## src/hw/spiMemory_params.svh

```systemverilog
/* Width, depth and pin filter settings for the SPI memory.
   Include this header wherever one of these macros is needed. */

`ifndef SPI_MEMORY_PARAMS_SVH
`define SPI_MEMORY_PARAMS_SVH

// Storage geometry
`define MEM_ADDR_WIDTH 7
`define MEM_DATA_WIDTH 8
`define MEM_DEPTH 128

// Stable clk cycles before a synchronized pin level is accepted
`define SPI_WAIT_CYCLES 3

`endif

```

## src/hw/memPkg.sv

```systemverilog
/* Storage types shared by the SPI controller and the byte memory. */
`default_nettype none

`include "spiMemory_params.svh"

package memPkg;

	typedef logic [`MEM_ADDR_WIDTH-1:0] memAddr;
	typedef logic [`MEM_DATA_WIDTH-1:0] memData;

	// One access to the memory, write when wrEn is high
	typedef struct packed {
		memAddr addr;
		memData wrData;
		logic wrEn;
	} memRequest;

endpackage

`default_nettype wire

```

## src/hw/spiPkg.sv

```systemverilog
/* SPI protocol types: pin edge bundle, command/data frame and controller state.
   Referenced by scoped names from the conditioner, shift register and FSM. */
`default_nettype none

package spiPkg;

	// Read/write bit value that selects a read
	localparam logic rwRead = 1'b1;

	// Conditioned pin level plus its one-cycle edge pulses
	typedef struct packed {
		logic level;
		logic rise;
		logic fall;
	} pinEdges;

	// Command byte layout, address in the upper bits, rw in bit 0
	typedef struct packed {
		memPkg::memAddr addr;
		logic rw;
	} spiCommand;

	// Same shift register word, seen as command or as data
	typedef union packed {
		spiCommand cmd;
		memPkg::memData data;
	} spiFrame;

	typedef enum logic [2:0] {
		idle,
		getCommand,
		readLoad,
		readSend,
		writeGet,
		writeCommit,
		done
	} spiState;

endpackage

`default_nettype wire

```

## src/hw/inputConditioner.sv

```systemverilog
/* Brings one asynchronous SPI pin into the clk domain.
   Gives a filtered level and one-cycle rising and falling pulses. */
`timescale 1ns/1ns
`default_nettype none

`include "spiMemory_params.svh"

module inputConditioner #(
	parameter int waitCycles = `SPI_WAIT_CYCLES
) (
	input logic clk,
	input logic rst,
	input logic pin,
	output spiPkg::pinEdges edges
);

	localparam int countWidth = $clog2(waitCycles + 1);

	logic syncFirst;
	logic syncSecond;
	logic [countWidth-1:0] stableCount;

	// --------------------------------------------------
	// Synchronizer and glitch filter
	// --------------------------------------------------
	always_ff @(posedge clk) begin
		if (rst) begin
			syncFirst <= 1'b0;
			syncSecond <= 1'b0;
			stableCount <= '0;
			edges <= '0;
		end else begin
			// Two flops against metastability
			syncFirst <= pin;
			syncSecond <= syncFirst;
			// Pulses last one cycle
			edges.rise <= 1'b0;
			edges.fall <= 1'b0;
			if (syncSecond == edges.level) begin
				// Glitch gone, start over
				stableCount <= '0;
			end else if (stableCount == countWidth'(waitCycles - 1)) begin
				// New level held long enough
				stableCount <= '0;
				edges.level <= syncSecond;
				edges.rise <= syncSecond;
				edges.fall <= ~syncSecond;
			end else begin
				stableCount <= stableCount + 1'b1;
			end
		end
	end

	// One level change per accepted edge, so never both pulses
	assert property (@(posedge clk) disable iff (rst) !(edges.rise && edges.fall))
		else $error("Rising and falling pulse together");

endmodule

`default_nettype wire

```

## src/hw/shiftRegister.sv

```systemverilog
/* Shift register between the SPI pins and the controller.
   Shifts mosi in on sclk rise, loads read data, drives miso on sclk fall. */
`timescale 1ns/1ns
`default_nettype none

`include "spiMemory_params.svh"

module shiftRegister (
	input logic clk,
	input logic rst,
	input logic mosi,
	input logic sclkRise,
	input logic sclkFall,
	input logic load,
	input memPkg::memData parallelIn,
	input logic misoEnable,
	output spiPkg::spiFrame frame,
	output logic miso
);

	logic misoReg;

	// Parallel load wins over a shift in the same cycle
	always_ff @(posedge clk) begin
		if (load) begin
			frame.data <= parallelIn;
		end else if (sclkRise) begin
			// MSB first, new bit enters at bit 0
			frame.data <= {frame.data[`MEM_DATA_WIDTH-2:0], mosi};
		end
	end

	// Output stage, changes only on the falling sclk edge
	always_ff @(posedge clk) begin
		if (rst) begin
			misoReg <= 1'b0;
		end else if (sclkFall) begin
			misoReg <= frame.data[`MEM_DATA_WIDTH-1];
		end
	end

	// Low outside the read data phase
	assign miso = misoReg & misoEnable;

endmodule

`default_nettype wire

```

## src/hw/spiFsm.sv

```systemverilog
/* Transaction controller for the SPI memory.
   Counts sclk rises, latches the command and runs one read or one write. */
`timescale 1ns/1ns
`default_nettype none

`include "spiMemory_params.svh"

module spiFsm (
	input logic clk,
	input logic rst,
	input logic csLevel,
	input logic sclkRise,
	input spiPkg::spiFrame frame,
	output logic load,
	output logic misoEnable,
	output memPkg::memRequest request
);

	localparam int countWidth = $clog2(`MEM_DATA_WIDTH) + 1;
	localparam logic [countWidth-1:0] byteBits = countWidth'(`MEM_DATA_WIDTH);

	spiPkg::spiState state;
	logic [countWidth-1:0] bitCount;
	logic latchCommand;
	memPkg::memAddr addrLatch;

	// Full command byte is in the frame
	assign latchCommand = !csLevel && (state == spiPkg::getCommand) && (bitCount == byteBits);

	// --------------------------------------------------
	// Address latch
	// --------------------------------------------------
	always_ff @(posedge clk) begin
		if (latchCommand) begin
			addrLatch <= frame.cmd.addr;
		end
	end

	// --------------------------------------------------
	// State register and bit counter
	// --------------------------------------------------
	always_ff @(posedge clk) begin
		if (rst) begin
			state <= spiPkg::idle;
			bitCount <= '0;
			load <= 1'b0;
		end else begin
			load <= 1'b0;
			if (csLevel) begin
				// Chip select high ends any transaction
				state <= spiPkg::idle;
				bitCount <= '0;
			end else begin
				case (state)
					spiPkg::idle: begin
						bitCount <= '0;
						state <= spiPkg::getCommand;
					end
					spiPkg::getCommand: begin
						if (latchCommand) begin
							bitCount <= '0;
							if (frame.cmd.rw == spiPkg::rwRead) begin
								state <= spiPkg::readLoad;
							end else begin
								state <= spiPkg::writeGet;
							end
						end else if (sclkRise) begin
							bitCount <= bitCount + 1'b1;
						end
					end
					// Memory reads the latched address this cycle
					spiPkg::readLoad: begin
						load <= 1'b1;
						state <= spiPkg::readSend;
					end
					spiPkg::readSend: begin
						if (bitCount == byteBits) begin
							state <= spiPkg::done;
						end else if (sclkRise) begin
							bitCount <= bitCount + 1'b1;
						end
					end
					spiPkg::writeGet: begin
						if (bitCount == byteBits) begin
							state <= spiPkg::writeCommit;
						end else if (sclkRise) begin
							bitCount <= bitCount + 1'b1;
						end
					end
					spiPkg::writeCommit: begin
						state <= spiPkg::done;
					end
					// Wait here for chip select
					spiPkg::done: begin
						state <= spiPkg::done;
					end
					default: begin
						state <= spiPkg::idle;
					end
				endcase
			end
		end
	end

	// Drive miso only while the read byte goes out
	assign misoEnable = (state == spiPkg::readSend);

	// Write data comes straight from the frame
	assign request.addr = addrLatch;
	assign request.wrData = frame.data;
	assign request.wrEn = (state == spiPkg::writeCommit);

	// Read load and write commit are separate phases
	assert property (@(posedge clk) disable iff (rst) !(load && request.wrEn))
		else $error("Load and write enable together");

	// Host sclk timing keeps chip select low through the commit cycle
	assert property (@(posedge clk) disable iff (rst) request.wrEn |-> !csLevel)
		else $error("Write with chip select high");

endmodule

`default_nettype wire

```

## src/hw/dataMemory.sv

```systemverilog
/* Byte memory behind the SPI controller, registered read.
   Reset clears every entry to zero. */
`timescale 1ns/1ns
`default_nettype none

`include "spiMemory_params.svh"

module dataMemory (
	input logic clk,
	input logic rst,
	input memPkg::memRequest request,
	output memPkg::memData readData
);

	memPkg::memData mem [`MEM_DEPTH];

	always_ff @(posedge clk) begin
		if (rst) begin
			for (int i = 0; i < `MEM_DEPTH; i++) begin
				mem[i] <= '0;
			end
			readData <= '0;
		end else begin
			if (request.wrEn) begin
				mem[request.addr] <= request.wrData;
			end
			// Old contents on a same-address write
			readData <= mem[request.addr];
		end
	end

endmodule

`default_nettype wire

```

## src/hw/spiMemory.sv

```systemverilog
/* Top level of the SPI mode 0 byte memory.
   Pin conditioners feed the shift register and controller, which access the memory. */
`timescale 1ns/1ns
`default_nettype none

module spiMemory (
	input logic clk,
	input logic rst,
	input logic sclkPin,
	input logic csPin,
	input logic mosiPin,
	output logic miso
);

	spiPkg::pinEdges mosiEdges;
	spiPkg::pinEdges sclkEdges;
	spiPkg::pinEdges csEdges;

	logic load;
	logic misoEnable;
	spiPkg::spiFrame frame;
	memPkg::memRequest request;
	memPkg::memData readData;

	// --------------------------------------------------
	// Pin conditioning
	// --------------------------------------------------
	inputConditioner mosiCond (
		.clk(clk),
		.rst(rst),
		.pin(mosiPin),
		.edges(mosiEdges)
	);

	inputConditioner sclkCond (
		.clk(clk),
		.rst(rst),
		.pin(sclkPin),
		.edges(sclkEdges)
	);

	inputConditioner csCond (
		.clk(clk),
		.rst(rst),
		.pin(csPin),
		.edges(csEdges)
	);

	// --------------------------------------------------
	// Datapath and control
	// --------------------------------------------------
	shiftRegister shiftRegister_i (
		.clk(clk),
		.rst(rst),
		.mosi(mosiEdges.level),
		.sclkRise(sclkEdges.rise),
		.sclkFall(sclkEdges.fall),
		.load(load),
		.parallelIn(readData),
		.misoEnable(misoEnable),
		.frame(frame),
		.miso(miso)
	);

	spiFsm spiFsm_i (
		.clk(clk),
		.rst(rst),
		.csLevel(csEdges.level),
		.sclkRise(sclkEdges.rise),
		.frame(frame),
		.load(load),
		.misoEnable(misoEnable),
		.request(request)
	);

	dataMemory dataMemory_i (
		.clk(clk),
		.rst(rst),
		.request(request),
		.readData(readData)
	);

endmodule

`default_nettype wire

```

## config.mk

```make
export PLATFORM = sky130hd
export DESIGN_NAME = spiMemory
export DESIGN_NICKNAME = d
export VERILOG_FILES = /design/src/hw/memPkg.sv /design/src/hw/spiPkg.sv /design/src/hw/inputConditioner.sv /design/src/hw/shiftRegister.sv /design/src/hw/spiFsm.sv /design/src/hw/dataMemory.sv /design/src/hw/spiMemory.sv
export VERILOG_INCLUDE_DIRS = /design/src /design/src/hw
export SDC_FILE = /design/constraint.sdc
export NUM_CORES = 2
export LEC_CHECK = 0
export ABC_AREA = 1
export BUFFER_PORTS_ARGS = -buffer_cell sky130_fd_sc_hd__buf_2
export CORE_MARGIN = 3
export CORE_UTILIZATION = 65
export CTS_CLUSTER_DIAMETER = 100
export DETAILED_ROUTE_END_ITERATION = 8
export HOLD_SLACK_MARGIN = 0.15
export PLACE_DENSITY = 0.81
export SKIP_CTS_REPAIR_TIMING = 1
export SYNTH_ARGS = -nofsm -noshare
export SYNTH_HDL_FRONTEND = slang
export SYNTH_HIERARCHICAL = 1
export SYNTH_SLANG_ARGS = --single-unit
```

## constraint.sdc

```tcl
create_clock -name clk -period 5.36 [get_ports clk]
set_input_delay 0.536 -clock clk [delete_from_list [all_inputs] [get_ports clk]]
set_output_delay 0.536 -clock clk [all_outputs]
set_load 0.05 [all_outputs]
```

# Word-level counts from Yosys, hierarchy flattened
# Memory sizes are Yosys's and may differ from the RTL's. A register that Yosys moved wholly into a read port is not among the register bits.
# Index checks and enable logic that the tools add are counted.
# totals
wordCells	87
ff_bits	41
memories	1
in_bits	5
out_inout_bits	1
ram_bits	1024
# op_classes
addsub	4
n_eq_ne	17
bitwise	6
n_reduce_logical	19
muxes	20
# mem_list
memory	words	width	rd	rd_clocked_by_memory_dff	wr	line	rtl
dataMemory_i.mem	128	8	1	1	128	dataMemory.sv:15	memPkg::memData mem [`MEM_DEPTH];
# ops
operator	n
two-way mux 8 bit	3
one-hot mux 3 bit (6 select lines)	1
two-way mux 3 bit	4
two-way mux 4 bit	3
one-hot mux 4 bit (3 select lines)	1
OR reduction 3 bit	4
== test 3 bit, second input constant	3
AND reduction 2 bit	4
OR reduction 8 bit	1
two-way mux 1 bit	7
two-way mux 7 bit	1
adder 2 x 1 -> 2 bit, second input constant	3
== test 2 bit, second input constant	3
== test 3 x 2 -> 1 bit, second input constant	2
!= test 2 x 1 -> 1 bit, second input constant	3
OR reduction 2 bit	3
inverter 1 bit	5
adder 4 x 1 -> 4 bit, second input constant	1
== test 4 bit, second input constant	1
== test 1 bit	3
== test 3 x 1 -> 1 bit, second input constant	1
logical NOT 3 bit	1
AND reduction 3 bit	1
nonzero test 3 bit	1
other kinds (5)	6

# Longest topological paths before layout
# depth
depth_word	6
mapped_depth	16
depth_no_buf	13

# Modules after synthesis
# Netlist, hierarchy kept.
# by_module_without_submodules
module	seq_area_each_um2	cells_per_inst	area_each_um2	n_inst
dataMemory	30909.6	5624	48481.5	1
spiFsm	370.4	100	835.8	1
inputConditioner	140.1	27	240.2	3
shiftRegister	260.2	44	401.6	1

# Worst setup path after synthesis
# Ideal clock, no wire load.
# synth_timing
kind	input to register
startpoint	input port rst
endpoint	memory dataMemory_i/mem[72][0] (netlist name), enable pin
path_stages	7
n_path_buf	2
slack_ps	3062
required_time_ps	5031
arrival_time_ps	1970
path_cell_list	clkbuf_1 -> inv_2 -> nand2_1 -> buf_2 -> nor3_2 -> nand3_1 -> nand2_1
# synth_lines
item	line	rtl
start: declaration	spiMemory.sv:8	input logic rst,
end: declaration	dataMemory.sv:15	

==> metrics <==
Worst Path Max Fanout=12; area grow syn2layout=7.66%; grt peak-use layer=met2; Fmax=0.249 GHz; vias in the first global route=37700; Max-slew headroom=12.2%; Via density=5.84; worst path required time=5.69 ns; clk_lat worst skew=0.67 ns; initial antenna violation count=1; cell count after synthesis=5839; M2 GR Usage=53.4%; Tmin final=4.02 ns; Initial Util=65.9%; n_diodes=0; post-route antenna net violation count=0; Pwr Density=329 nW/um2; Startpoint Class=flip-flop; Critical Path End Type=flip-flop; Pins Over Slew Limit=0; CP arrival=4.35 ns; hpwl dp=78.7 mm; Slew @ Worst Pin=1.31 ns; die outline height=284 um; largest net degree at the start of global routing=219; gr usage total=33.4%; DR WL/cell=20.2 um; CTS H-tree depth=3; drt total wl=137 mm; met3 Usage GRT=7.37%; clock root buffer=clkbuf_16; Fillers=5592; register area=31900 um2; Synth Cell Area=50300 um2; share of cells above drive strength 1=4.71%; Final nets=5657; Num CTS Buffers=106; iteration count of the initial detailed-routing pass=6; Yosys warning total=6; Max Buffers Root-to-Sink=3; Site Rows=101; global-route wire length before repair=208 mm; RSZ-0062 raised after global routing=false; core area=76300 um2; MaxCap Viol Count=0; via count=39500; clock skew=0.0310 ns; WS Path Type=flip-flop to flip-flop; clock sinks=1073; Final Util=71.0%; syn nets=5849; Worst-path clk slew=0.06 ns; R2R Setup Slk=1.34 ns; outcome=completed; CTS tree=built; VDD IR max=0.000337 V; total gr overflow=0; initial DRC count=5683; met1 Track Usage GR=42.7%; Setup Viol. Count Final=0; Avg Inst Size Synth=8.62 um2; Die Area=80800 um2; Worst Hold Class=primary input to flip-flop; Die X-Extent=284 um; setup TNS=0 ns; area of the multi-input gates=16600 um2; GPL Wtd Cong=0.902; DRC=0; P_leak=24.3 nW; final hold vios=0; Final period util=75.0%; Port Buffer Count=5; I/O Pins=6
[per-stage QoR]
step	worst slack, ns	hold WS (ns)	instance area (um2)	cells	power (mW)
4_1_cts	1.51	0.0481	54200	6759	17.8
3_5_place_dp	1.36	0.398	50700	6566	10.5
3_3_place_gp	1.44	0.391	50700	6566	10.5
2_1_floorplan	3.06	0.388	50300	5839	10.3
5_1_grt	1.31	0.323	54200	6762	18.3
6_report	1.34	0.311	54200	6762	17.8
[metal layers]
metal | part of all wire (%) | vias to the layer above | routed length [um]
met2 | 46 | 2618 | 63400
met4 | 5.9 | 2 | 8050
met3 | 13 | 491 | 17300
met5 | 0.011 | - | 15
met1 | 35 | 18300 | 47800
li1 | - | 18100 | -
[sequential cells by signal (all words and copies together), names as in the netlist]
name / count
sclkCond/syncSecond: 1
dataMemory_i/readData: 8
sclkCond/syncFirst: 1
spiFsm_i/state: 3
mosiCond/edges: 1
mosiCond/syncFirst: 1
dataMemory_i/mem: 1024
mosiCond/syncSecond: 1
spiFsm_i/addrLatch: 7
csCond/stableCount: 2
shiftRegister_i/frame: 8
shiftRegister_i/misoReg: 1
spiFsm_i/load: 1
mosiCond/stableCount: 2
csCond/syncFirst: 1
csCond/edges: 1
sclkCond/edges: 3
spiFsm_i/bitCount: 4
csCond/syncSecond: 1
sclkCond/stableCount: 2
[cells in the final DEF, fill, tap and decap left out, types with 5 or more instances in the layout]
| master | instances |
|---|---|
| nor2_1 | 1114 |
| inv_6 | 13 |
| nor2_2 | 8 |
| dfxtp_1 | 34 |
| clkbuf_1 | 21 |
| inv_1 | 99 |
| nand3_1 | 48 |
| clkbuf_16 | 109 |
| nand2_2 | 17 |
| buf_2 | 5 |
| clkinv_2 | 17 |
| nor3_1 | 5 |
| bufinv_16 | 12 |
| buf_4 | 43 |
| edfxtp_1 | 1039 |
| a21oi_1 | 30 |
| inv_2 | 13 |
| clkinv_1 | 26 |
| ha_1 | 5 |
| o21ai_0 | 16 |
| nand2_1 | 2991 |
| nor3_4 | 6 |
| nand4_1 | 28 |
[critical path, stage by stage (launching register included)]
cell and delay [ns]:
dfxtp_1 0.63, nand2_2 0.12, nor2_1 0.28, nand2_1 0.44
nor3_2 1.17, buf_4 0.40, nand2_1 0.25, nand2_1 0.38
[power breakdown]
group / internal, mW / total, mW / switching, mW / leakage, nW
Sequential: 9.46 / 9.58 / 0.126 / 11.0
Combinational: 0.150 / 0.813 / 0.663 / 11.7
Clock: 4.31 / 7.42 / 3.11 / 1.69
[cell type report]
cell class	instances	share of cell area [%]
Tap cell	1030	2.38
Sequential cell	1073	58.8
Timing Repair Buffer	55	0.845
Inverter	126	1.01
Multi-Input combinational cell	4285	30.6
Clock inverter	61	1.14
Clock buffer	132	5.23
[final timing paths]
check | endpoint | from | cells past startpoint
worst max-delay path | dataMemory_i/mem[83][4] | spiFsm_i/state[2] | 7
worst min-delay path | csCond/syncSecond | rst | 2
worst max register to register | dataMemory_i/mem[83][4] | spiFsm_i/state[2] | 7
worst min register to register | csCond/stableCount[0] | csCond/stableCount[0] | 1
No activity file was read; power rests on OpenSTA's default activity.
